[config.mk]
export PLATFORM = sky130hd
export DESIGN_NAME = t2mi_pps_top
export DESIGN_NICKNAME = d
export VERILOG_FILES = /design/src/logic/t2mi_pps_pkg.sv /design/src/logic/ext_pps_monitor.sv /design/src/logic/pps_source_select.sv /design/src/logic/status_leds.sv /design/src/logic/t2mi_packet_parser.sv /design/src/logic/t2mi_pps_top.sv /design/src/logic/time_of_day_counter.sv /design/src/logic/timestamp_extractor.sv
export SDC_FILE = /design/constraint.sdc
export NUM_CORES = 1
export LEC_CHECK = 0
export ABC_AREA = 1
export BUFFER_PORTS_ARGS = -buffer_cell sky130_fd_sc_hd__buf_2
export CAP_MARGIN = 20
export CORE_MARGIN = 2
export CORE_UTILIZATION = 55
export CTS_CLUSTER_SIZE = 12
export DETAILED_ROUTE_END_ITERATION = 8
export PLACE_DENSITY = 0.86
export SLEW_MARGIN = 0
export SYNTH_ARGS = -nofsm -noshare
export SYNTH_HDL_FRONTEND = slang
export SYNTH_SLANG_ARGS = --single-unit
export TNS_END_PERCENT = 1
[constraint.sdc]
create_clock -name clk_100mhz -period 10.4 [get_ports clk_100mhz]
set_clock_uncertainty 0.1 [all_clocks]
set_input_delay 2.6 -clock clk_100mhz [delete_from_list [all_inputs] [get_ports clk_100mhz]]
set_output_delay 2.6 -clock clk_100mhz [all_outputs]
set_load 0.05 [all_outputs]
[src/logic/t2mi_pps_pkg.sv]
package t2mi_pps_pkg;

    // ========================================================================
    // Stream and packet constants
    // ========================================================================
    localparam logic [7:0] timestamp_packet_type = 8'h20; // T2-MI timestamp packet
    localparam int header_bytes            = 6;  // Type, count, sframe, rsvd, len hi, len lo
    localparam int crc_bytes               = 4;  // Trailing CRC, skipped
    localparam int timestamp_payload_bytes = 11; // Bw + 5 seconds + 5 subsec/utco
    localparam int lock_packet_count       = 2;  // Good packets before sync lock
    localparam int ext_tolerance_ticks     = 16; // Ext PPS period window, +/- ticks
    localparam int led_stretch_cycles      = 255;

    // Widths with a meaning
    typedef logic [7:0]  byte_t;
    typedef logic [39:0] seconds_t;       // Seconds since 2000
    typedef logic [26:0] ticks_t;         // 10 ns clock ticks
    typedef logic [26:0] delay_t;
    typedef logic [7:0]  err_count_t;
    typedef logic [15:0] payload_index_t;

    // One payload byte from the parser
    typedef struct packed {
        logic           valid;
        byte_t          packet_type;
        payload_index_t index;
        byte_t          data;
        logic           last;
    } payload_beat_t;

    // Decoded timestamp, valid for one cycle
    typedef struct packed {
        logic     valid;
        seconds_t seconds;
        ticks_t   subseconds;
    } timestamp_t;

    typedef enum logic [1:0] {src_none, src_t2mi, src_ext} pps_source_t;

endpackage

[src/logic/ext_pps_monitor.sv]
`timescale 1ns/1ps

module ext_pps_monitor import t2mi_pps_pkg::*; #(
    parameter int ticks_per_second = 100_000_000
) (
    input  logic clk_100mhz,
    input  logic rst_n_sync,
    input  logic ext_pps_in,
    output logic ext_pulse,      // Three cycles after the input edge
    output logic ext_pps_locked
);

    localparam ticks_t period_lo = ticks_t'(ticks_per_second - ext_tolerance_ticks);
    localparam ticks_t period_hi = ticks_t'(ticks_per_second + ext_tolerance_ticks);

    logic   sync_ff1, sync_ff2, sync_ff3; // Two-flop sync + previous level
    ticks_t period_cnt;                   // Cycles since last edge
    logic   have_ref;                     // A previous edge is known
    logic   good_once;                    // One good period seen
    logic   period_ok;

    assign period_ok = (period_cnt >= period_lo) && (period_cnt <= period_hi);

    // ========================================================================
    // Synchronizer and edge register
    // ========================================================================
    always_ff @(posedge clk_100mhz or negedge rst_n_sync) begin
        if (!rst_n_sync) begin
            sync_ff1  <= 1'b0;
            sync_ff2  <= 1'b0;
            sync_ff3  <= 1'b0;
            ext_pulse <= 1'b0;
        end else begin
            sync_ff1  <= ext_pps_in;
            sync_ff2  <= sync_ff1;
            sync_ff3  <= sync_ff2;
            ext_pulse <= sync_ff2 && !sync_ff3; // Rising edge
        end
    end

    // ========================================================================
    // Period check and lock
    // ========================================================================
    always_ff @(posedge clk_100mhz or negedge rst_n_sync) begin
        if (!rst_n_sync) begin
            period_cnt     <= '0;
            have_ref       <= 1'b0;
            good_once      <= 1'b0;
            ext_pps_locked <= 1'b0;
        end else if (ext_pulse) begin
            period_cnt <= ticks_t'(1);
            have_ref   <= 1'b1;
            if (have_ref && period_ok) begin
                if (good_once) ext_pps_locked <= 1'b1; // Second good period
                good_once <= 1'b1;
            end else if (have_ref) begin
                good_once      <= 1'b0; // Off-period edge
                ext_pps_locked <= 1'b0;
            end
        end else if (have_ref) begin
            if (period_cnt > period_hi) begin
                have_ref       <= 1'b0; // Edge missing, start over
                good_once      <= 1'b0;
                ext_pps_locked <= 1'b0;
            end else begin
                period_cnt <= period_cnt + 1'b1;
            end
        end
    end

endmodule

[src/logic/pps_source_select.sv]
`timescale 1ns/1ps

module pps_source_select import t2mi_pps_pkg::*; (
    input  logic        clk_100mhz,
    input  logic        rst_n_sync,
    input  logic        time_valid,
    input  logic        sync_locked,
    input  logic        ext_pps_locked,
    input  logic        t2mi_pps,
    input  logic        ext_pulse,
    output logic        pps_out,
    output pps_source_t active_source
);

    // Priority choice, T2-MI first
    always_ff @(posedge clk_100mhz or negedge rst_n_sync) begin
        if (!rst_n_sync) begin
            active_source <= src_none;
        end else if (time_valid && sync_locked) begin
            active_source <= src_t2mi;
        end else if (ext_pps_locked) begin
            active_source <= src_ext; // Fallback
        end else begin
            active_source <= src_none;
        end
    end

    // Pulse of the registered source
    always_ff @(posedge clk_100mhz or negedge rst_n_sync) begin
        if (!rst_n_sync) begin
            pps_out <= 1'b0;
        end else begin
            case (active_source)
                src_t2mi: pps_out <= t2mi_pps;
                src_ext:  pps_out <= ext_pulse;
                default:  pps_out <= 1'b0; // No usable source
            endcase
        end
    end

endmodule

[src/logic/status_leds.sv]
`timescale 1ns/1ps

module status_leds import t2mi_pps_pkg::*; (
    input  logic        clk_100mhz,
    input  logic        rst_n_sync,
    input  logic        sync_locked,
    input  logic        pps_out,
    input  err_count_t  error_count,
    input  pps_source_t active_source,
    input  logic        ext_pps_locked,
    output logic        led_sync,
    output logic        led_pps,
    output logic        led_error,
    output logic        led_ext_pps
);

    logic [7:0] stretch_cnt; // PPS activity stretch

    always_ff @(posedge clk_100mhz or negedge rst_n_sync) begin
        if (!rst_n_sync) begin
            stretch_cnt <= '0;
        end else if (pps_out) begin
            stretch_cnt <= 8'(led_stretch_cycles); // Retrigger
        end else if (stretch_cnt != '0) begin
            stretch_cnt <= stretch_cnt - 1'b1;
        end
    end

    assign led_pps     = (stretch_cnt != '0);
    assign led_error   = (error_count != '0) || (active_source == src_ext); // Errors or fallback
    assign led_sync    = sync_locked;
    assign led_ext_pps = ext_pps_locked;

endmodule

[src/logic/t2mi_packet_parser.sv]
`timescale 1ns/1ps

module t2mi_packet_parser import t2mi_pps_pkg::*; (
    input  logic          clk_100mhz,
    input  logic          rst_n_sync,
    input  logic          t2mi_valid,
    input  byte_t         t2mi_data,
    input  logic          t2mi_sync,   // First header byte
    output payload_beat_t beat,
    output logic          sync_locked,
    output err_count_t    error_count
);

    typedef enum logic [1:0] {st_idle, st_header, st_payload, st_crc} parser_state_t;

    parser_state_t  state;
    payload_index_t byte_cnt;     // Position inside current section
    payload_index_t payload_len;  // Payload bytes, rounded up from bits
    byte_t          pkt_type;
    byte_t          len_hi;
    logic [1:0]     lock_cnt;     // Consecutive complete packets
    logic [16:0]    len_round;    // Bit length + 7
    logic           last_payload;

    assign len_round    = {1'b0, len_hi, t2mi_data} + 17'd7;
    assign last_payload = (byte_cnt == payload_len - 1'b1);

    always_ff @(posedge clk_100mhz or negedge rst_n_sync) begin
        if (!rst_n_sync) begin
            state       <= st_idle;
            byte_cnt    <= '0;
            payload_len <= '0;
            pkt_type    <= '0;
            len_hi      <= '0;
            lock_cnt    <= '0;
            sync_locked <= 1'b0;
            error_count <= '0;
            beat        <= '0;
        end else begin
            beat.valid <= 1'b0; // Single-cycle beat
            beat.last  <= 1'b0;
            if (t2mi_valid && t2mi_sync) begin
                // Sync before the packet ended counts as an error
                if (state != st_idle) begin
                    if (error_count != '1) error_count <= error_count + 1'b1; // Saturate
                    sync_locked <= 1'b0;
                    lock_cnt    <= '0;
                end
                pkt_type <= t2mi_data; // Header byte 0
                byte_cnt <= payload_index_t'(1);
                state    <= st_header;
            end else if (t2mi_valid) begin
                case (state)
                    st_header: begin
                        byte_cnt <= byte_cnt + 1'b1;
                        if (byte_cnt == payload_index_t'(4)) len_hi <= t2mi_data;
                        if (byte_cnt == payload_index_t'(header_bytes - 1)) begin
                            payload_len <= {2'b00, len_round[16:3]};
                            byte_cnt    <= '0;
                            state       <= (len_round[16:3] == '0) ? st_crc : st_payload;
                        end
                    end
                    st_payload: begin
                        beat.valid       <= 1'b1;
                        beat.packet_type <= pkt_type;
                        beat.index       <= byte_cnt;
                        beat.data        <= t2mi_data;
                        beat.last        <= last_payload;
                        byte_cnt         <= byte_cnt + 1'b1;
                        if (last_payload) begin
                            byte_cnt <= '0;
                            state    <= st_crc;
                        end
                    end
                    st_crc: begin
                        byte_cnt <= byte_cnt + 1'b1;
                        if (byte_cnt == payload_index_t'(crc_bytes - 1)) begin
                            state <= st_idle; // Packet complete
                            if (lock_cnt == 2'(lock_packet_count - 1)) sync_locked <= 1'b1;
                            else lock_cnt <= lock_cnt + 1'b1;
                        end
                    end
                    default: ; // Hunting, bytes without sync dropped
                endcase
            end
        end
    end

endmodule

[src/logic/t2mi_pps_top.sv]
`timescale 1ns/1ps

module t2mi_pps_top import t2mi_pps_pkg::*; #(
    parameter int ticks_per_second = 100_000_000
) (
    input  logic        clk_100mhz,
    input  logic        rst_n_sync,        // Already synchronized
    input  logic        t2mi_valid,
    input  byte_t       t2mi_data,
    input  logic        t2mi_sync,
    input  logic        ext_pps_in,
    input  delay_t      cable_delay,       // Static, in ticks
    input  delay_t      antenna_delay,
    output logic        pps_out,
    output seconds_t    time_seconds,
    output ticks_t      time_subseconds,
    output logic        time_valid,
    output logic        sync_locked,
    output logic        ext_pps_locked,
    output pps_source_t active_source,
    output err_count_t  parser_error_count,
    output logic        led_sync,
    output logic        led_pps,
    output logic        led_error,
    output logic        led_ext_pps
);

    payload_beat_t beat;
    timestamp_t    stamp;
    logic          t2mi_pps;  // Counter wrap pulse
    logic          ext_pulse; // Qualified external edge

    // ========================================================================
    // T2-MI path
    // ========================================================================
    t2mi_packet_parser u_t2mi_packet_parser (
        .clk_100mhz  (clk_100mhz),
        .rst_n_sync  (rst_n_sync),
        .t2mi_valid  (t2mi_valid),
        .t2mi_data   (t2mi_data),
        .t2mi_sync   (t2mi_sync),
        .beat        (beat),
        .sync_locked (sync_locked),
        .error_count (parser_error_count)
    );

    timestamp_extractor u_timestamp_extractor (
        .clk_100mhz (clk_100mhz),
        .rst_n_sync (rst_n_sync),
        .beat       (beat),
        .stamp      (stamp)
    );

    time_of_day_counter #(.ticks_per_second(ticks_per_second)) u_time_of_day_counter (
        .clk_100mhz      (clk_100mhz),
        .rst_n_sync      (rst_n_sync),
        .stamp           (stamp),
        .cable_delay     (cable_delay),
        .antenna_delay   (antenna_delay),
        .time_seconds    (time_seconds),
        .time_subseconds (time_subseconds),
        .time_valid      (time_valid),
        .pps             (t2mi_pps)
    );

    // ========================================================================
    // External PPS, selection and LEDs
    // ========================================================================
    ext_pps_monitor #(.ticks_per_second(ticks_per_second)) u_ext_pps_monitor (
        .clk_100mhz     (clk_100mhz),
        .rst_n_sync     (rst_n_sync),
        .ext_pps_in     (ext_pps_in),
        .ext_pulse      (ext_pulse),
        .ext_pps_locked (ext_pps_locked)
    );

    pps_source_select u_pps_source_select (
        .clk_100mhz     (clk_100mhz),
        .rst_n_sync     (rst_n_sync),
        .time_valid     (time_valid),
        .sync_locked    (sync_locked),
        .ext_pps_locked (ext_pps_locked),
        .t2mi_pps       (t2mi_pps),
        .ext_pulse      (ext_pulse),
        .pps_out        (pps_out),
        .active_source  (active_source)
    );

    status_leds u_status_leds (
        .clk_100mhz     (clk_100mhz),
        .rst_n_sync     (rst_n_sync),
        .sync_locked    (sync_locked),
        .pps_out        (pps_out),
        .error_count    (parser_error_count),
        .active_source  (active_source),
        .ext_pps_locked (ext_pps_locked),
        .led_sync       (led_sync),
        .led_pps        (led_pps),
        .led_error      (led_error),
        .led_ext_pps    (led_ext_pps)
    );

endmodule

[src/logic/time_of_day_counter.sv]
`timescale 1ns/1ps

module time_of_day_counter import t2mi_pps_pkg::*; #(
    parameter int ticks_per_second = 100_000_000
) (
    input  logic       clk_100mhz,
    input  logic       rst_n_sync,
    input  timestamp_t stamp,
    input  delay_t     cable_delay,
    input  delay_t     antenna_delay,
    output seconds_t   time_seconds,
    output ticks_t     time_subseconds,
    output logic       time_valid,
    output logic       pps          // High while subseconds show 0 after a wrap
);

    localparam logic [28:0] tps_w = 29'(ticks_per_second);

    logic [28:0] sum_ticks;  // Stamp ticks + both delays
    ticks_t      load_ticks;
    logic [1:0]  load_carry; // Delays below one second each
    logic        stamp_ok;

    assign sum_ticks = 29'(stamp.subseconds) + 29'(cable_delay) + 29'(antenna_delay);
    assign stamp_ok  = stamp.valid && (29'(stamp.subseconds) < tps_w);

    // Fold the sum back into one second
    always_comb begin
        if (sum_ticks >= {tps_w[27:0], 1'b0}) begin
            load_ticks = ticks_t'(sum_ticks - {tps_w[27:0], 1'b0});
            load_carry = 2'd2;
        end else if (sum_ticks >= tps_w) begin
            load_ticks = ticks_t'(sum_ticks - tps_w);
            load_carry = 2'd1;
        end else begin
            load_ticks = ticks_t'(sum_ticks);
            load_carry = 2'd0;
        end
    end

    always_ff @(posedge clk_100mhz or negedge rst_n_sync) begin
        if (!rst_n_sync) begin
            time_seconds    <= '0;
            time_subseconds <= '0;
            time_valid      <= 1'b0;
            pps             <= 1'b0;
        end else if (stamp_ok) begin
            time_seconds    <= stamp.seconds + seconds_t'(load_carry);
            time_subseconds <= load_ticks;
            time_valid      <= 1'b1; // Sticky until reset
            pps             <= 1'b0; // No pulse on a load
        end else if (time_valid) begin
            if (time_subseconds == ticks_t'(ticks_per_second - 1)) begin
                time_subseconds <= '0;
                time_seconds    <= time_seconds + 1'b1;
                pps             <= 1'b1;
            end else begin
                time_subseconds <= time_subseconds + 1'b1;
                pps             <= 1'b0;
            end
        end
    end

endmodule

[src/logic/timestamp_extractor.sv]
`timescale 1ns/1ps

module timestamp_extractor import t2mi_pps_pkg::*; (
    input  logic          clk_100mhz,
    input  logic          rst_n_sync,
    input  payload_beat_t beat,
    output timestamp_t    stamp
);

    seconds_t    sec_shift;   // Payload bytes 1..5, MSB first
    logic [39:0] frac_shift;  // Bytes 6..10, subsec[39:13], UTC offset[12:0]
    logic        stamp_valid;
    logic        is_ts;

    assign is_ts = beat.valid && (beat.packet_type == timestamp_packet_type);

    always_ff @(posedge clk_100mhz or negedge rst_n_sync) begin
        if (!rst_n_sync) begin
            stamp_valid <= 1'b0;
        end else begin
            // Short or long packets are discarded
            stamp_valid <= is_ts && beat.last &&
                           (beat.index == payload_index_t'(timestamp_payload_bytes - 1));
        end
    end

    always_ff @(posedge clk_100mhz) begin
        if (is_ts) begin
            if (beat.index == '0) begin
                // Bandwidth code, ticks do not depend on it
                sec_shift  <= '0;
                frac_shift <= '0;
            end else if (beat.index <= payload_index_t'(5)) begin
                sec_shift <= {sec_shift[31:0], beat.data};
            end else if (beat.index < payload_index_t'(timestamp_payload_bytes)) begin
                frac_shift <= {frac_shift[31:0], beat.data};
            end
        end
    end

    always_comb begin
        stamp.valid      = stamp_valid;
        stamp.seconds    = sec_shift;
        stamp.subseconds = frac_shift[39:13]; // UTC offset bits left out
    end

endmodule

# After elaboration in Yosys (flattened, before gate mapping)

Index checks and enable logic that the tools add are counted.

Muxes and demuxes: 62
Magnitude comparators: 8
Eq/ne operators: 22
Bitwise gates (word level): 1
Reductions and logical operators: 43
Add/subtract/negate cells: 14

Operators by type and width:

| operator               | count |
|---|---|
| $mux 40                | 6 |
| $mux 27                | 8 |
| $mux 34                | 3 |
| $mux 16                | 4 |
| $add 27x1->27 const B  | 2 |
| $pmux 16 s3            | 1 |
| $add 40x1->40 const B  | 1 |
| $add 40x2->40          | 1 |
| $eq 16x3->1 const B    | 2 |
| $add 28x27->29         | 1 |
| $ge 29x27->1 const B   | 1 |
| $ge 29x28->1 const B   | 1 |
| $add 27x27->28         | 1 |
| $mux 2                 | 14 |
| $eq 27x27->1 const B   | 1 |
| $ge 27x27->1 const B   | 1 |
| $gt 27x27->1 const B   | 1 |
| $le 27x27->1 const B   | 1 |
| $lt 27x27->1 const B   | 1 |
| $sub 27x26->27 const B | 1 |
| $sub 27x27->27 const B | 1 |
| $reduce_bool 2->1      | 13 |
| $mux 1                 | 22 |
| $add 16x3->17 const B  | 1 |
| 33 further kinds       | 61 |

Logic and storage cells: 181
Output and inout bits: 85
Register bits: 288
Bits of input ports: 67

# Depth between registers and ports, before layout

Word-level depth: 7
Gate-level depth with buffers: 39

# Cells and area by module

From an unflattened synthesis, not the netlist that was laid out.

Cells, all modules: 2928
Area, all modules: 21084.0 µm²

Modules (own cells, without submodules):

| module              | cells an instance | area each (µm²) | times used |
|---|---|---|---|
| time_of_day_counter | 1547              | 9613.0          | 1 |
| t2mi_packet_parser  | 663               | 5106.1          | 1 |
| timestamp_extractor | 310               | 3439.5          | 1 |
| ext_pps_monitor     | 325               | 2237.1          | 1 |
| status_leds         | 69                | 546.8           | 1 |
| pps_source_select   | 14                | 141.4           | 1 |

# Least setup slack after synthesis

OpenSTA, ideal clock, no wires.

Path kind: reg2reg
Start point: register u_t2mi_packet_parser.beat[13] (netlist name)
End point: register u_timestamp_extractor.frac_shift[0], enable pin
Buffers on the path: 0
Slack: 2239 ps
Stages on the path, launching flop included: 8
Clock period less this slack: 8161 ps
Data required time: 9647 ps
Arrival time: 7408 ps
Cell sequence: dfrtp_1 -> nor4_1 -> inv_1 -> nor4_1 -> nand2_1 -> inv_2 -> nor2_1 -> a2111oi_0

Longest elaborated chain between the ends: 3
Elaborated cells between the ends (all ways): 6
Classes of those cells: 2 x order compare; 1 x eq/ne; 3 x reduce/logical

Ends and longest elaborated chain:

| what                                                             | RTL line                  | RTL |
|---|---|---|
| $le 16x3->1 (tied with other cells)                              | timestamp_extractor.sv:33 | `end else if (beat.index <= payload_index_t'(5)) begin` |
| $ne 2x1->1 (no source line) or $reduce_bool 2->1 (tied branches) | -                         |  |
| $reduce_and 3->1 (no source line) (*)                            | -                         |  |
| end signal, assigned                                             | timestamp_extractor.sv:36 | `frac_shift <= {frac_shift[31:0], beat.data};` |
| end, declared                                                    | timestamp_extractor.sv:11 | `logic [39:0] frac_shift;` |

Every way passes the cells marked *; elsewhere a longest branch is shown, timed or not.
A chain may end at the register's enable or synchronous reset.

# Worst setup path in the final report

Start point: input cable_delay[1]
End point: register u_time_of_day_counter.time_seconds[38]

Longest elaborated chain between the ends: 7
Elaborated cells between the ends (all ways): 8
Classes of those cells: 3 x add/sub; 2 x order compare; 3 x mux

Ends and longest elaborated chain:

| what                 | RTL line                  | RTL |
|---|---|---|
| start, declared      | t2mi_pps_top.sv:12        | `input delay_t cable_delay,` |
| $add 27x27->28 (*)   | time_of_day_counter.sv:24 | `assign sum_ticks = 29'(stamp.subseconds) + 29'(cable_delay) + 29'(antenna_delay);` |
| $add 28x27->29 (*)   | time_of_day_counter.sv:24 |  |
| $ge 29x27->1         | time_of_day_counter.sv:32 | `end else if (sum_ticks >= tps_w) begin` |
| $mux 1               | time_of_day_counter.sv:32 |  |
| $mux 2 (*)           | time_of_day_counter.sv:29 | `if (sum_ticks >= {tps_w[27:0], 1'b0}) begin` |
| $add 40x2->40 (*)    | time_of_day_counter.sv:48 | `time_seconds <= stamp.seconds + seconds_t'(load_carry);` |
| $mux 40 (*)          | time_of_day_counter.sv:47 | `end else if (stamp_ok) begin` |
| end signal, assigned | time_of_day_counter.sv:48 |  |
| end signal, assigned | time_of_day_counter.sv:55 | `time_seconds <= time_seconds + 1'b1;` |
| end, declared        | time_of_day_counter.sv:11 | `output seconds_t time_seconds,` |

Marked as above.

==> results.json <==
{
  "status": "completed",
  "arrival_ns": 8.78,
  "final_cells": 3292,
  "yosysUniqueCellTypes": 62,
  "placed_cells": 3231,
  "overflow": 0,
  "final_common_cell": "nand2_1",
  "rows": 69,
  "max_freq_mhz": 119,
  "synth_edf_count": 80,
  "yosys_register_bits": 288,
  "cpMaxStageDelayCell": "fa_1",
  "cts_root_buf": "clkbuf_16",
  "period_share_pct": 81.1,
  "portBuffers": 151,
  "yosysWarnings": 0,
  "critPathMaxFanout": 29,
  "clk_pin_slew_ns": 0.06,
  "post_drt_wl_per_cell_um": 17.0,
  "syn_nets": 2815,
  "dieArea_um2": 37400,
  "grt_pass1_vias": 17703,
  "syn_inst": 2667,
  "synthXorXnorAreaFrac_pct": 6.34,
  "io_pins": 152,
  "leakage_nw": 10.6,
  "setup_violations": 0,
  "cts_buffer_depth": 3,
  "max-slew-margin-rel_pct": 33.8,
  "place_area_um2": 20900,
  "vias": 18485,
  "rsz0062_at_grt": "false",
  "hold_viol_final": 0,
  "ant_nets": 0,
  "grt_usage_pct": 29.8,
  "dr.pass1.iters": 6,
  "final_cell_mix": "662 x nand2_1, 381 x inv_1, 303 x nor2_1, 208 x dfrtp_1, 161 x nand3_1",
  "synthToLayoutAreaGrowth_pct": 11.8,
  "tns_ns": 0,
  "ir_drop_uv": 207,
  "worst_hold_path_type": "reg2reg",
  "fin_area_um2": 22100,
  "synth_compound_area_share_pct": 9.28,
  "crit_family": "simple AND/OR/NAND/NOR gates",
  "initialDrtViolationCount": 1571,
  "netlist_area_um2": 19700,
  "grt_pass1_wl_mm": 90.9,
  "crit_required_ns": 10.74,
  "layout.nets": 2956,
  "dp_hpwl_mm": 41.8,
  "critPathCaptureType": "flip-flop",
  "fin_crit_ns": 8.43,
  "regToRegSetupSlack_ns": 3.61,
  "grt_start_max_net_pins": 93,
  "initial_utilization_pct": 55.6,
  "syn_area_per_cell_um2": 7.40,
  "antenna_found_initial": 0,
  "cts_tree": "built",
  "synth_top_family_by_area": "simple AND/OR/NAND/NOR gates",
  "yosys.area_share.simple_pct": 30.5,
  "tightestPinTransition_ns": 0.987,
  "async_flop_share_pct": 72.2,
  "cts_max_level": 2,
  "yosys_most_used_dff": "dfrtp_1",
  "critPathMostFrequentCell": "nand3_1",
  "p_per_area_nw_per_um2": 175,
  "slew_viol_final": 0,
  "crit_type": "in2reg",
  "crit_buf_inv": 5,
  "critical-path-max-stage-delay_ns": 0.48,
  "ys_seq_area_share_pct": 38.5,
  "power_w": 0.00386,
  "clock_latency_ns": 0.55,
  "die_h_um": 193,
  "cp-start-kind": "input pin",
  "muxShareOfSynthArea_pct": 0.0507,
  "die_x_um": 193,
  "clock-sinks": 288,
  "cap_violations": 0,
  "synth_adder_area_share_pct": 6.24,
  "routed_wl_mm": 56.0,
  "viasPerCell": 5.62,
  "cts_setup_buffers": 0,
  "cts_resized": 0,
  "antenna_cells": 0,
  "cts_buffers": 34,
  "gp_congestion": 0.986,
  "postCtsHoldBufs": 0,
  "drive_gt1_share_pct": 10.6,
  "drc": 0,
  "core_area_um2": 35500,
  "fin_hold_ws_ns": 0.256
}
## registers in the layout, summed over array words and instances, names as in the netlist, 14 cells and up
name                                   flops
u_ext_pps_monitor.period_cnt              27
u_t2mi_packet_parser.beat                 34
u_t2mi_packet_parser.byte_cnt             16
u_t2mi_packet_parser.payload_len          14
u_time_of_day_counter.time_seconds        40
u_time_of_day_counter.time_subseconds     27
u_timestamp_extractor.frac_shift          40
u_timestamp_extractor.sec_shift           40
## layer usage
metal	share of wire, %	GRT usage, %	up-vias
met1	43	40.2	8682
met5	0	0	-
li1	-	-	8932
met2	46	47.5	746
met4	3.2	10.6	0
met3	8.1	6.57	125
## where the power goes
group / total [W] / switching, W / internal, W
registers: 0.00141 / 0.0000990 / 0.00131
clock network: 0.00120 / 0.000481 / 0.000721
logic: 0.00124 / 0.000853 / 0.000392
total: 0.00386 / 0.00143 / 0.00242
## through the flow
stage | setup WS, ns | utilization, %
after floorplan | 2.24 | -
after global placement | 1.56 | 58.9
after detailed placement | 1.42 | 58.9
after CTS | 1.96 | 62.0
after global routing | 1.27 | 62.2
final | 1.97 | 62.2
## final cells by class
class                           count  area (um^2)
Sequential cell                   288         7610
Inverter                          403         1520
Multi-Input combinational cell   1919        10400
Tap cell                          461          577
Fill cell                        2987        13400
Clock buffer                       46          957
Clock inverter                     13          160
Timing Repair Buffer              162          880
## synth_stat cells (4+ instances only)
library cell / n / area [um^2]
nand3b_1: 9 / 67.6
or2_2: 6 / 37.5
nand3_1: 161 / 806
fa_1: 29 / 581
inv_2: 14 / 52.6
nand2_2: 26 / 163
nor2_1: 305 / 1140
nor3_1: 84 / 420
inv_1: 381 / 1430
clkinv_1: 7 / 26.3
o21ai_1: 4 / 20.0
nor2_2: 14 / 87.6
a31oi_1: 4 / 25.0
edfxtp_1: 80 / 2400
nand4_1: 52 / 325
buf_2: 7 / 35.0
xnor2_1: 26 / 228
o21ai_0: 130 / 651
ha_1: 52 / 651
nor4_1: 34 / 213
clkbuf_1: 42 / 158
o22ai_1: 25 / 156
a21oi_1: 73 / 365
a22oi_1: 4 / 30.0
o211ai_1: 13 / 97.6
o221ai_1: 10 / 87.6
dfrtp_1: 208 / 5200
and2_1: 4 / 25.0
o31ai_1: 18 / 135
xor2_1: 115 / 1010
nand3_2: 8 / 80.1
a21oi_2: 6 / 52.6
nand2_1: 662 / 2480
## worst paths after layout
kind,start,to,cells after the start
max reg2reg,u_timestamp_extractor.frac_shift[14]$_SDFFCE_PN0P_,u_time_of_day_counter.time_seconds[38]$_DFFE_PN0P_,34
max in group asynchronous,rst_n_sync,u_t2mi_packet_parser.len_hi[3]$_DFFE_PN0P_,3
max,cable_delay[1],u_time_of_day_counter.time_seconds[38]$_DFFE_PN0P_,35
min,u_ext_pps_monitor.sync_ff1$_DFF_PN0_,u_ext_pps_monitor.sync_ff2$_DFF_PN0_,0
min reg2reg,u_ext_pps_monitor.sync_ff1$_DFF_PN0_,u_ext_pps_monitor.sync_ff2$_DFF_PN0_,0
min in group asynchronous,rst_n_sync,u_time_of_day_counter.time_subseconds[7]$_DFFE_PN0P_,1
## kinds of logic after synthesis
group                    after synthesis
XOR/XNOR                             142
buffers and inverters                460
AND/OR/NAND/NOR                     1383
multiplexers                           1
AO/OA/AOI/OAI                        312
adder cells (fa/ha/maj)               81
flip-flops                           288
Note: power is estimated with default switching activity, not from simulation.
